===== src/rv_pkg.sv =====
// Shared widths, opcode constants and stage structs for the three-stage RV32I core
// Every design file refers to these by scoped name, nothing is imported

package rv_pkg;

	// ==================================================
	// Widths
	// ==================================================
	localparam int xlen       = 32;
	localparam int reg_addr_w = 5;
	localparam int num_regs   = 32;

	// ==================================================
	// Opcodes and function fields
	// ==================================================
	// Register-register ALU group
	localparam logic [6:0] opc_op     = 7'b0110011;
	// Register-immediate ALU group
	localparam logic [6:0] opc_op_imm = 7'b0010011;
	// Load upper immediate
	localparam logic [6:0] opc_lui    = 7'b0110111;

	// funct3 encodings shared by OP and OP-IMM
	localparam logic [2:0] f3_add_sub = 3'b000;
	localparam logic [2:0] f3_sll     = 3'b001;
	localparam logic [2:0] f3_slt     = 3'b010;
	localparam logic [2:0] f3_sltu    = 3'b011;
	localparam logic [2:0] f3_xor     = 3'b100;
	localparam logic [2:0] f3_srl_sra = 3'b101;
	localparam logic [2:0] f3_or      = 3'b110;
	localparam logic [2:0] f3_and     = 3'b111;

	// funct7, also the top of the shift immediate
	localparam logic [6:0] f7_base = 7'b0000000;
	// Selects SUB or SRA
	localparam logic [6:0] f7_alt  = 7'b0100000;

	// ALU operation, 4 bits
	typedef enum logic [3:0] {
		alu_add,
		alu_sub,
		alu_sll,
		alu_slt,
		alu_sltu,
		alu_xor,
		alu_srl,
		alu_sra,
		alu_or,
		alu_and,
		alu_pass_b
	} alu_op_e;

	// ==================================================
	// Instruction views
	// ==================================================
	typedef struct packed {
		logic [6:0]            funct7;
		logic [reg_addr_w-1:0] rs2;
		logic [reg_addr_w-1:0] rs1;
		logic [2:0]            funct3;
		logic [reg_addr_w-1:0] rd;
		logic [6:0]            opcode;
	} inst_r_t;

	typedef struct packed {
		logic [11:0]           imm12;
		logic [reg_addr_w-1:0] rs1;
		logic [2:0]            funct3;
		logic [reg_addr_w-1:0] rd;
		logic [6:0]            opcode;
	} inst_i_t;

	// Same 32-bit word, read as R-type or I-type
	typedef union packed {
		inst_r_t r;
		inst_i_t i;
	} inst_u;

	// ==================================================
	// Stage structs
	// ==================================================
	// Decode to execute, 119 bits
	typedef struct packed {
		logic                  valid;
		logic                  illegal;
		alu_op_e               alu_op;
		logic                  use_imm;
		// LUI takes zero as operand A
		logic                  use_zero_a;
		logic [reg_addr_w-1:0] rs1;
		logic [reg_addr_w-1:0] rs2;
		logic [reg_addr_w-1:0] rd;
		logic [xlen-1:0]       rs1_data;
		logic [xlen-1:0]       rs2_data;
		logic [xlen-1:0]       imm;
	} dec_ex_t;

	// Execute to result, 39 bits
	typedef struct packed {
		logic                  valid;
		logic                  illegal;
		logic [reg_addr_w-1:0] rd;
		logic [xlen-1:0]       result;
	} ex_wb_t;

	// Register file write and forwarding source, 38 bits
	typedef struct packed {
		logic                  valid;
		logic [reg_addr_w-1:0] rd;
		logic [xlen-1:0]       data;
	} wb_t;

endpackage

===== src/rv_core.sv =====
// Top of the three-stage RV32I integer core
// One word per cycle on i_inst_valid, results two edges later unless halted

`timescale 1ns/10ps

module rv_core (
	input  logic                          clk,
	input  logic                          rst_n,
	input  logic [rv_pkg::xlen-1:0]       i_inst,
	input  logic                          i_inst_valid,
	input  logic                          i_halt,
	output logic                          o_wb_valid,
	output logic [rv_pkg::reg_addr_w-1:0] o_wb_rd,
	output logic [rv_pkg::xlen-1:0]       o_wb_data,
	output logic                          o_dec_err
);

	// Register file read ports
	logic [rv_pkg::reg_addr_w-1:0] rs1;
	logic [rv_pkg::reg_addr_w-1:0] rs2;
	logic [rv_pkg::xlen-1:0]       rs1_data;
	logic [rv_pkg::xlen-1:0]       rs2_data;

	// Stage links
	rv_pkg::dec_ex_t dec_ex;
	rv_pkg::ex_wb_t  ex_wb;
	rv_pkg::wb_t     wb;

	// ==================================================
	// Stages
	// ==================================================
	rv_decode u_decode (
		.clk          (clk),
		.rst_n        (rst_n),
		.i_inst       (i_inst),
		.i_inst_valid (i_inst_valid),
		.i_halt       (i_halt),
		.o_rs1        (rs1),
		.o_rs2        (rs2),
		.i_rs1_data   (rs1_data),
		.i_rs2_data   (rs2_data),
		.o_dec_ex     (dec_ex)
	);

	rv_execute u_execute (
		.clk      (clk),
		.rst_n    (rst_n),
		.i_halt   (i_halt),
		.i_dec_ex (dec_ex),
		.i_fwd    (wb),
		.o_ex_wb  (ex_wb)
	);

	rv_result u_result (
		.clk        (clk),
		.rst_n      (rst_n),
		.i_halt     (i_halt),
		.i_ex_wb    (ex_wb),
		.o_wb       (wb),
		.o_wb_valid (o_wb_valid),
		.o_wb_rd    (o_wb_rd),
		.o_wb_data  (o_wb_data),
		.o_dec_err  (o_dec_err)
	);

	// Written from the result stage, read by decode
	rv_regfile u_regfile (
		.clk        (clk),
		.rst_n      (rst_n),
		.i_rs1      (rs1),
		.i_rs2      (rs2),
		.o_rs1_data (rs1_data),
		.o_rs2_data (rs2_data),
		.i_wb       (wb)
	);

endmodule


===== src/rv_result.sv =====
// Result stage: write-back register for the register file, forwarding and outputs
// Legal items with rd non-zero strobe o_wb_valid, illegal ones o_dec_err

`timescale 1ns/10ps

module rv_result (
	input  logic                          clk,
	input  logic                          rst_n,
	input  logic                          i_halt,
	input  rv_pkg::ex_wb_t                i_ex_wb,
	output rv_pkg::wb_t                   o_wb,
	output logic                          o_wb_valid,
	output logic [rv_pkg::reg_addr_w-1:0] o_wb_rd,
	output logic [rv_pkg::xlen-1:0]       o_wb_data,
	output logic                          o_dec_err
);

	rv_pkg::ex_wb_t res_q;

	always_ff @(posedge clk or negedge rst_n)
	begin
		if (!rst_n)
			res_q <= '0;
		else if (i_halt)
		begin
			// Bubble while upstream is frozen
			res_q.valid   <= 1'b0;
			res_q.illegal <= 1'b0;
		end
		else
		begin
			res_q.valid   <= i_ex_wb.valid && !i_ex_wb.illegal && (i_ex_wb.rd != '0);
			res_q.illegal <= i_ex_wb.valid && i_ex_wb.illegal;
			res_q.rd      <= i_ex_wb.rd;
			res_q.result  <= i_ex_wb.result;
		end
	end

	// Register file write and forwarding source
	assign o_wb.valid = res_q.valid;
	assign o_wb.rd    = res_q.rd;
	assign o_wb.data  = res_q.result;

	assign o_wb_valid = res_q.valid;
	assign o_wb_rd    = res_q.rd;
	assign o_wb_data  = res_q.result;
	assign o_dec_err  = res_q.illegal;

	a_one_outcome: assert property (@(posedge clk) disable iff (!rst_n)
		!(o_wb_valid && o_dec_err));

endmodule


===== src/rv_execute.sv =====
// Execute stage: holds the decoded item, selects forwarded operands, runs the ALU
// Forwarding comes from the write-back register one stage ahead

`timescale 1ns/10ps

module rv_execute (
	input  logic            clk,
	input  logic            rst_n,
	input  logic            i_halt,
	input  rv_pkg::dec_ex_t i_dec_ex,
	input  rv_pkg::wb_t     i_fwd,
	output rv_pkg::ex_wb_t  o_ex_wb
);

	rv_pkg::dec_ex_t         ex_q;
	logic                    fwd_a;
	logic                    fwd_b;
	logic [rv_pkg::xlen-1:0] op_a;
	logic [rv_pkg::xlen-1:0] op_b;
	logic [4:0]              shamt;
	logic [rv_pkg::xlen-1:0] result;

	// ==================================================
	// Execute register
	// ==================================================
	// Write-back matches a source of the held item
	assign fwd_a = i_fwd.valid && (i_fwd.rd == ex_q.rs1);
	assign fwd_b = i_fwd.valid && (i_fwd.rd == ex_q.rs2);

	always_ff @(posedge clk or negedge rst_n)
	begin
		if (!rst_n)
			ex_q <= '0;
		else if (i_halt)
		begin
			// Held item keeps the value retiring under it,
			// the result stage goes empty and can no longer forward it
			if (fwd_a)
				ex_q.rs1_data <= i_fwd.data;
			if (fwd_b)
				ex_q.rs2_data <= i_fwd.data;
		end
		else
			ex_q <= i_dec_ex;
	end

	// ==================================================
	// Operand select
	// ==================================================
	always_comb
	begin
		if (ex_q.use_zero_a)
			op_a = '0;
		else if (fwd_a)
			op_a = i_fwd.data;
		else
			op_a = ex_q.rs1_data;

		if (ex_q.use_imm)
			op_b = ex_q.imm;
		else if (fwd_b)
			op_b = i_fwd.data;
		else
			op_b = ex_q.rs2_data;
	end

	// ==================================================
	// ALU
	// ==================================================
	// Shift amount from low 5 bits
	assign shamt = op_b[4:0];

	always_comb
	begin
		case (ex_q.alu_op)
			rv_pkg::alu_add:    result = op_a + op_b;
			rv_pkg::alu_sub:    result = op_a - op_b;
			rv_pkg::alu_sll:    result = op_a << shamt;
			rv_pkg::alu_slt:    result = {31'b0, $signed(op_a) < $signed(op_b)};
			rv_pkg::alu_sltu:   result = {31'b0, op_a < op_b};
			rv_pkg::alu_xor:    result = op_a ^ op_b;
			rv_pkg::alu_srl:    result = op_a >> shamt;
			rv_pkg::alu_sra:    result = $unsigned($signed(op_a) >>> shamt);
			rv_pkg::alu_or:     result = op_a | op_b;
			rv_pkg::alu_and:    result = op_a & op_b;
			rv_pkg::alu_pass_b: result = op_b;
			default:            result = '0;
		endcase
	end

	// Item towards the result stage
	assign o_ex_wb.valid   = ex_q.valid;
	assign o_ex_wb.illegal = ex_q.illegal;
	assign o_ex_wb.rd      = ex_q.rd;
	assign o_ex_wb.result  = result;

endmodule


===== src/rv_decode.sv =====
// Decode stage: holds the accepted instruction word and decodes it
// Reads the register file and builds the decode-to-execute item

`timescale 1ns/10ps

module rv_decode (
	input  logic                          clk,
	input  logic                          rst_n,
	input  rv_pkg::inst_u                 i_inst,
	input  logic                          i_inst_valid,
	input  logic                          i_halt,
	output logic [rv_pkg::reg_addr_w-1:0] o_rs1,
	output logic [rv_pkg::reg_addr_w-1:0] o_rs2,
	input  logic [rv_pkg::xlen-1:0]       i_rs1_data,
	input  logic [rv_pkg::xlen-1:0]       i_rs2_data,
	output rv_pkg::dec_ex_t               o_dec_ex
);

	rv_pkg::inst_u inst_q;
	logic          valid_q;
	// Upper seven bits, funct7 or top of the shift immediate
	logic [6:0]    f7;
	logic          f7_alt;
	logic          f7_base;

	// Maps funct3 to the ALU operation
	function automatic rv_pkg::alu_op_e alu_from_f3(input logic [2:0] f3,
			input logic alt_sub, input logic alt_sra);
		case (f3)
			rv_pkg::f3_add_sub: alu_from_f3 = alt_sub ? rv_pkg::alu_sub : rv_pkg::alu_add;
			rv_pkg::f3_sll:     alu_from_f3 = rv_pkg::alu_sll;
			rv_pkg::f3_slt:     alu_from_f3 = rv_pkg::alu_slt;
			rv_pkg::f3_sltu:    alu_from_f3 = rv_pkg::alu_sltu;
			rv_pkg::f3_xor:     alu_from_f3 = rv_pkg::alu_xor;
			rv_pkg::f3_srl_sra: alu_from_f3 = alt_sra ? rv_pkg::alu_sra : rv_pkg::alu_srl;
			rv_pkg::f3_or:      alu_from_f3 = rv_pkg::alu_or;
			rv_pkg::f3_and:     alu_from_f3 = rv_pkg::alu_and;
			default:            alu_from_f3 = rv_pkg::alu_add;
		endcase
	endfunction

	// ==================================================
	// Decode register
	// ==================================================
	always_ff @(posedge clk or negedge rst_n)
	begin
		if (!rst_n)
			valid_q <= 1'b0;
		else if (!i_halt)
			valid_q <= i_inst_valid;
	end

	// Word only loads on acceptance
	always_ff @(posedge clk)
	begin
		if (i_inst_valid && !i_halt)
			inst_q <= i_inst;
	end

	// ==================================================
	// Decoder
	// ==================================================
	assign o_rs1 = inst_q.r.rs1;
	assign o_rs2 = inst_q.r.rs2;

	// Same bits as imm12[11:5] of OP-IMM shifts
	assign f7      = inst_q.r.funct7;
	assign f7_alt  = (f7 == rv_pkg::f7_alt);
	assign f7_base = (f7 == rv_pkg::f7_base);

	always_comb
	begin
		o_dec_ex            = '0;
		o_dec_ex.valid      = valid_q;
		o_dec_ex.alu_op     = rv_pkg::alu_add;
		o_dec_ex.rs1        = inst_q.r.rs1;
		o_dec_ex.rs2        = inst_q.r.rs2;
		o_dec_ex.rd         = inst_q.r.rd;
		o_dec_ex.rs1_data   = i_rs1_data;
		o_dec_ex.rs2_data   = i_rs2_data;
		// Sign-extended I immediate by default
		o_dec_ex.imm        = {{20{inst_q.i.imm12[11]}}, inst_q.i.imm12};

		case (inst_q.r.opcode)
			rv_pkg::opc_op:
			begin
				o_dec_ex.alu_op  = alu_from_f3(inst_q.r.funct3, f7_alt, f7_alt);
				// Alternate funct7 only for SUB and SRA
				o_dec_ex.illegal = !(f7_base || (f7_alt &&
					((inst_q.r.funct3 == rv_pkg::f3_add_sub) ||
					 (inst_q.r.funct3 == rv_pkg::f3_srl_sra))));
			end
			rv_pkg::opc_op_imm:
			begin
				o_dec_ex.use_imm = 1'b1;
				o_dec_ex.alu_op  = alu_from_f3(inst_q.i.funct3, 1'b0, f7_alt);
				// Shift amount field must be clean
				if (inst_q.i.funct3 == rv_pkg::f3_sll)
					o_dec_ex.illegal = !f7_base;
				else if (inst_q.i.funct3 == rv_pkg::f3_srl_sra)
					o_dec_ex.illegal = !(f7_base || f7_alt);
			end
			rv_pkg::opc_lui:
			begin
				o_dec_ex.alu_op     = rv_pkg::alu_pass_b;
				o_dec_ex.use_imm    = 1'b1;
				o_dec_ex.use_zero_a = 1'b1;
				// Upper 20 bits of the word, low 12 cleared
				o_dec_ex.imm = {inst_q.i.imm12, inst_q.i.rs1, inst_q.i.funct3, 12'b0};
			end
			default:
				o_dec_ex.illegal = 1'b1;
		endcase

		// No write-back for unsupported encodings
		if (o_dec_ex.illegal)
			o_dec_ex.rd = '0;
	end

	a_alu_op_known: assert property (@(posedge clk) disable iff (!rst_n)
		(o_dec_ex.valid && !o_dec_ex.illegal) |->
		(o_dec_ex.alu_op inside {rv_pkg::alu_add, rv_pkg::alu_sub, rv_pkg::alu_sll,
			rv_pkg::alu_slt, rv_pkg::alu_sltu, rv_pkg::alu_xor, rv_pkg::alu_srl,
			rv_pkg::alu_sra, rv_pkg::alu_or, rv_pkg::alu_and, rv_pkg::alu_pass_b}));

endmodule


===== src/rv_regfile.sv =====
// 32-entry integer register file with two read ports and one write port
// A write in flight is seen by the reads of the same cycle

`timescale 1ns/10ps

module rv_regfile (
	input  logic                          clk,
	input  logic                          rst_n,
	input  logic [rv_pkg::reg_addr_w-1:0] i_rs1,
	input  logic [rv_pkg::reg_addr_w-1:0] i_rs2,
	output logic [rv_pkg::xlen-1:0]       o_rs1_data,
	output logic [rv_pkg::xlen-1:0]       o_rs2_data,
	input  rv_pkg::wb_t                   i_wb
);

	// x1..x31 only, x0 is not stored
	logic [rv_pkg::xlen-1:0] regs [1:rv_pkg::num_regs-1];

	always_ff @(posedge clk or negedge rst_n)
	begin
		if (!rst_n)
		begin
			for (int k = 1; k < rv_pkg::num_regs; k++)
				regs[k] <= '0;
		end
		else if (i_wb.valid && (i_wb.rd != '0))
			regs[i_wb.rd] <= i_wb.data;
	end

	// Read with write-through, x0 always zero
	always_comb
	begin
		if (i_rs1 == '0)
			o_rs1_data = '0;
		else if (i_wb.valid && (i_wb.rd == i_rs1))
			o_rs1_data = i_wb.data;
		else
			o_rs1_data = regs[i_rs1];

		if (i_rs2 == '0)
			o_rs2_data = '0;
		else if (i_wb.valid && (i_wb.rd == i_rs2))
			o_rs2_data = i_wb.data;
		else
			o_rs2_data = regs[i_rs2];
	end

	// Result stage filters rd 0 before it reaches this port
	a_no_x0_write: assert property (@(posedge clk) disable iff (!rst_n)
		i_wb.valid |-> (i_wb.rd != '0));

endmodule


===== config.mk =====
export PLATFORM = sky130hd
export DESIGN_NAME = rv_core
export DESIGN_NICKNAME = d
export VERILOG_FILES = /design/src/rv_pkg.sv /design/src/rv_core.sv /design/src/rv_result.sv /design/src/rv_execute.sv /design/src/rv_decode.sv /design/src/rv_regfile.sv
export SDC_FILE = /design/constraint.sdc
export NUM_CORES = 2
export LEC_CHECK = 0
export ABC_AREA = 0
export BUFFER_PORTS_ARGS = -buffer_cell sky130_fd_sc_hd__buf_4
export CAP_MARGIN = 20
export CORE_AREA = 2 2 353 320
export CTS_CLUSTER_DIAMETER = 40
export DETAILED_ROUTE_END_ITERATION = 10
export DIE_AREA = 0 0 355 322
export PLACE_DENSITY = 0.9
export SYNTH_ARGS = -nofsm -noshare
export SYNTH_HDL_FRONTEND = slang
export SYNTH_SLANG_ARGS = --single-unit
export TNS_END_PERCENT = 100

===== constraint.sdc =====
create_clock -name clk -period 6.6 [get_ports clk]
set_clock_uncertainty 0.05 [all_clocks]
set_input_delay 0.66 -clock clk [delete_from_list [all_inputs] [get_ports clk]]
set_output_delay 0.66 -clock clk [all_outputs]
set_load 0.02 [all_outputs]

Yosys cells after proc, flatten, opt, wreduce, memory -nomap -nowiden
Cells that the tools add are included.

storage, ports and cells
  register bits = 1,183
  output and inout port bits = 39
  word-level logic and storage cells = 149

operators by class
  add/subtract/negate cells = 2
  magnitude comparators = 6
  eq/ne operators = 25
  shifts and indexed selects = 3
  multiplexer cells = 32
  bitwise operators = 6
  reduce and logical (&&, ||, !) cells = 27

operators with widths
  kind                                                      count
  bitwise mux 992 bit                                       1
  two-way mux 32 bit                                        13
  case mux 32 bit (11 select lines)                         1
  binary-select mux 32 bit (select 5 bit)                   2
  demux 32 bit (select 5 bit)                               1
  < comparator 32 bit                                       2
  two-way mux 64 bit                                        1
  case mux 4 bit (8 select lines)                           2
  adder 32 bit                                              1
  bitwise AND 32 bit                                        1
  bitwise OR 32 bit                                         1
  << shifter 32 x 5 -> 32 bit                               1
  >> shifter 32 x 5 -> 32 bit                               1
  >>> shifter 32 x 5 -> 32 bit                              1
  subtractor 32 bit                                         1
  bitwise XOR 32 bit                                        1
  two-way mux 31 bit                                        1
  == test 7 x 6 -> 1 bit, second input constant             3
  == test 5 bit                                             4
  greater-or-equal comparator 6 bit, second input constant  3
  NOT 5 -> 6 bit                                            3
  == test 4 x 3 -> 1 bit, second input constant             4
  == test 3 bit, second input constant                      4
  == test 4 bit, second input constant                      3
  20 further kinds                                          45

Depth between registers and ports, before layout
  depth after elaboration = 7
  gate-level depth with buffers = 22
  depth with buffers taken out = 17

Cells and area by module
From an unflattened synthesis, not the netlist that was laid out.

second synthesis, totals
  cells, all modules = 6,231
  area, all modules = 73,820.8 um^2

by module, submodules not included
  module      instances  cells an instance  area an instance (um^2)  sequential area each (um^2)
  rv_regfile  1          3,970              54,683.7                 24,823.8
  rv_execute  1          1,938              15,194.6                 2,977.9
  rv_decode   1          200                2,204.6                  985.9
  rv_result   1          123                1,737.9                  975.9

Worst setup path before layout
Ideal clock, no wire load.

  path type = register to register
  start point = register u_result.res_q (netlist bit u_result.o_wb_rd[3])
  end point = register u_result.res_q (netlist bit u_result.o_wb_data[19])
  arrival time = 4.832 ns
  data required time = 6.419 ns
  slack = 1.587 ns
  cell stages (with the launch flop) = 22
  cell sequence = dfrtp_1 > xnor2_2 > and4_1 > buf_6 > and2_1 > buf_2 > buf_2 > buf_2 > mux2_2 > mux2_2 > ha_1 > clkbuf_1 > nand3_1 > nor3_1 > nand2_1 > o21a_1 > o31ai_1 > a21boi_0 > o211ai_1 > nor2_1 > nor4_1 > a31oi_1

on the way
  longest elaborated chain between the ends = 6
  elaborated cells between the ends (all ways) = 17

ends and longest elaborated chain
  item                                             RTL line                            source
  start: declaration                               rv_result.sv:18                     rv_pkg::ex_wb_t res_q;
  == test 5 bit, on equally long branches          rv_execute.sv:27, rv_execute.sv:28
  logical AND 1 bit, on equally long branches      rv_execute.sv:27, rv_execute.sv:28
  two-way mux 32 bit, on equally long branches     rv_execute.sv:54, rv_execute.sv:61
  two-way mux 32 bit, on equally long branches     rv_execute.sv:52, rv_execute.sv:59
  subtractor 32 bit, or another cell as far along  rv_execute.sv:77                    rv_pkg::alu_sub: result = op_a - op_b;
  case mux 32 bit (11 select lines) (*)            rv_execute.sv:75                    case (ex_q.alu_op)

Mark *: on every way between the ends. The rest lies on a longest branch, timed or not.
A chain may end at the register's enable or synchronous reset.

Worst setup path after layout
  start point = register u_result.res_q (netlist bit u_result.o_wb_rd[2])
  end point = register u_result.res_q (netlist bit u_result.o_wb_data[31])

The elaborated chain is that of the path after synthesis.

==> summary.txt <==
Routing
  – Vias/cell: 7.976
  – Total wire length: 277,300 µm
  – Vias: 56,258
  – Final ANT Viol Nets: 0
  – DR WL/cell: 39.32 µm
  – DRT Pass-1 Iters: 8
  – Initial DRC Count: 9,057
  – DRC: 0

Floorplanning
  – DIE WIDTH: 355 µm
  – Effective utilization at floorplan: 0.6452
  – Core ar.: 110,600 µm²
  – Die height: 322 µm
  – FP Rows: 116
  – I/O Pins: 75
  – DIE AREA: 114,300 µm²

Logic synthesis
  – Main synth FF type: dfrtp_1
  – Mapped Area: 71,360 µm²
  – Post-Synth Adder-Cell Area: 0.01827
  – YS warnings: 0
  – Synthesis-stage register bit count: 1,183
  – Syn_nets: 5,705
  – Largest family of logic cells by synthesized area: multiplexers
  – Multiplexer share of the synthesized area: 0.3917
  – Yosys cell types: 93
  – Mean Syn Cell Area: 12.82 µm²
  – Post-synthesis compound-gate area fraction: 0.08346
  – Synth Instances: 5,566
  – Seq/Total Area, Yosys: 0.4171
  – Synth Area in Simple Gates: 0.04827
  – Async SR Flop Fraction: 0.9730
  – Number of flops mapped to enable cells by yosys: 32
  – Xor and xnor area share after synthesis: 0.005471

Cells and area
  – Layout Cells excl Fill: 7,053
  – Post-route design area: 79,230 µm²
  – Layout cells sized above 1: 0.4132
  – Nets@finish: 5,590
  – Layout area overhead: 11.04%

Placed design
  – Placed cell count: 6,742
  – Port Buffers: 74
  – Dpl ws: 409.5 ps
  – RePlAce Congestion: 1.098
  – Detailed placement HPWL: 166,000 µm
  – Placed cell areas: 73,510 µm²

Hold path
  – Hold Crit Class: in -> reg

STA
  – Max-slew violations: 0
  – RSZ-0062 raised after global routing: no
  – Fin crit share: 0.9715
  – Fin. Hold Viols: 0
  – Worst hold slack: 77.73 ps
  – Final setup vio count: 0
  – Minimum clock period: 6412 ps
  – Max_slew headroom: 0.1870
  – Max frequency: 156.0 MHz
  – Worst-margin pin slew: 1213 ps
  – Fin worst setup slack: 188.0 ps
  – Final TNS setup: 0 ps

CTS
  – Total CTS buffers: 149
  – TritonCTS clock tree: built
  – Clk slew on worst S/H paths: 60 ps
  – Setup Buffers After CTS: 0
  – Clock root cell: clkbuf_16
  – H-Tree Depth: 4
  – Latest clock arrival within the worst-skew pair: 830 ps
  – Clock Path Buffers: 3
  – Clock sink total: 1,183

Worst setup path
  – Required time worst endpoint: 7280 ps
  – CP startpoint kind: flip-flop
  – CP Data Arrival Time: 7100 ps
  – Worst Path Max Fanout: 18
  – Crit Path Class: reg -> reg
  – R2R Setup Slk: 190 ps
  – Worst Setup End Kind: flip-flop

Global route
  – GRT Total Usage: 0.4896
  – First-pass GRT wire length: 402,100 µm
  – Total gr overflow: 0
  – Number of global-route vias before repair: 57,648
  – Initial antenna violation count: 16
  – Largest net degree at the start of global routing: 170

Power
  – Max VDD drop: 0.3425 mV
  – Leak Pwr: 35.82 nW
  – Pwr dens: 220.1 nW/µm²

Job
  – Max-cap viol count: 0

Status
  – Status: complete, no violations
==> power by group <==
| group | leakage (nW) | internal (mW) | switching, mW | total (mW) |
|---|---|---|---|---|
| Sequential | 16.3 | 7.33 | 0.0733 | 7.40 |
| Combinational | 16.9 | 0.342 | 0.753 | 1.10 |
| Clock | 2.60 | 5.34 | 3.60 | 8.95 |
| Total | 35.8 | 13.0 | 4.43 | 17.4 |
==> logic make-up after synthesis <==
group           count (synthesis)
compound gates                894
mux                          1930
simple gates                  758
xor+xnor                       42
buf+inv                       656
fa+ha+maj                     103
flops                        1183
==> registers in the layout, indices dropped and copies added (netlist names) <==
signal / cells
u_decode.inst_q: 32
u_decode.valid_q: 1
u_execute.ex_q: 112
u_execute.o_ex_wb: 7
u_regfile.regs: 992
u_result.o_dec_err: 1
u_result.o_wb_data: 32
u_result.o_wb_rd: 5
u_result.o_wb_valid: 1
==> metrics by stage <==
step | util | power, mW
2_1_floorplan | - | 8.090
6_report | 0.7164 | 17.44
3_3_place_gp | 0.6647 | 8.556
4_1_cts | 0.7161 | 17.37
5_1_grt | 0.7163 | 17.80
3_5_place_dp | 0.6647 | 8.568
==> layout make-up <==
class / count / area, µm²
Multi-Input combinational cell: 3727 / 39310
Tap cell: 1475 / 1846
Antenna cell: 4 / 10.01
Clock inverter: 82 / 1224
Sequential cell: 1183 / 29770
Fill cell: 6725 / 31360
Inverter: 95 / 361.6
Clock buffer: 192 / 4144
Timing Repair Buffer: 295 / 2576
==> per-layer routing <==
| metal | up-vias | GRT usage | part of all wire |
|---|---|---|---|
| li1 | 21010 | - | - |
| met1 | 28420 | 0.6044 | 0.34 |
| met2 | 5183 | 0.7013 | 0.43 |
| met3 | 1621 | 0.2034 | 0.15 |
| met4 | 24 | 0.3415 | 0.084 |
| met5 | - | 0 | 0.00096 |
==> what timing repair did <==
item / CTS / global route
endpoints found under the hold margin: 124 / 0
hold buffers: 32 / 0
gates resized for setup: 0 / 0
==> cells in the final DEF, fill, tap and decap left out, drive strengths merged, types with 26 or more instances in the layout <==
cell type	count
nand3	54
mux4	576
xnor2	27
nor2	162
a221oi	28
nor2b	54
a22oi	36
nand2	339
mux2i	227
a31oi	31
a211oi	30
mux2	1127
inv	121
a21oi	157
clkbuf	192
a22o	103
clkinv	26
edfxtp	32
dfrtp	1151
dlygate4sd3	32
nor3	38
o21ai	284
buf	263
ha	101
==> synthesized netlist by cell type (all sizes together) (27+ instances only) <==
library cell / number / area share
a21oi: 157 / 0.011
mux2: 1127 / 0.18
xnor2: 27 / 0.0036
buf: 138 / 0.0084
inv: 95 / 0.0051
nor2b: 54 / 0.0047
ha: 101 / 0.018
a22oi: 36 / 0.0038
a22o: 103 / 0.013
nor3: 38 / 0.0028
mux2i: 227 / 0.032
edfxtp: 32 / 0.013
a31oi: 31 / 0.0029
nor2: 162 / 0.0086
clkbuf: 423 / 0.022
mux4: 576 / 0.18
o21ai: 284 / 0.020
a211oi: 30 / 0.0032
dfrtp: 1151 / 0.40
nand2: 339 / 0.018
nand3: 54 / 0.0038
a221oi: 28 / 0.0034
==> final timing paths <==
path | to | cells after the start | from
max | u_result.o_wb_data[31] | 18 | u_result.o_wb_rd[2]
min | u_decode.inst_q[15] | 1 | i_inst[15]
max reg2reg | u_result.o_wb_data[31] | 18 | u_result.o_wb_rd[2]
min reg2reg | u_decode.valid_q | 1 | u_decode.valid_q
max in group asynchronous | u_regfile.regs[232] | 4 | rst_n
min in group asynchronous | u_regfile.regs[100] | 2 | rst_n
==> worst max-delay path: stages, from the launching register on <==
cell and delay, ps:
dfrtp_1 710, xor2_1 220, nor2_1 250, and2_2 670, mux2_2 430, mux2i_1 330, inv_1 80, ha_1 420
nor4_1 430, nand2_1 110, a2111oi_0 750, buf_4 250, o2111ai_1 140, nand4b_1 450, a31oi_1 230, o31ai_1 300
xnor2_1 160, a22oi_1 80, a32oi_1 250
No activity file was read; power rests on OpenSTA's default activity.
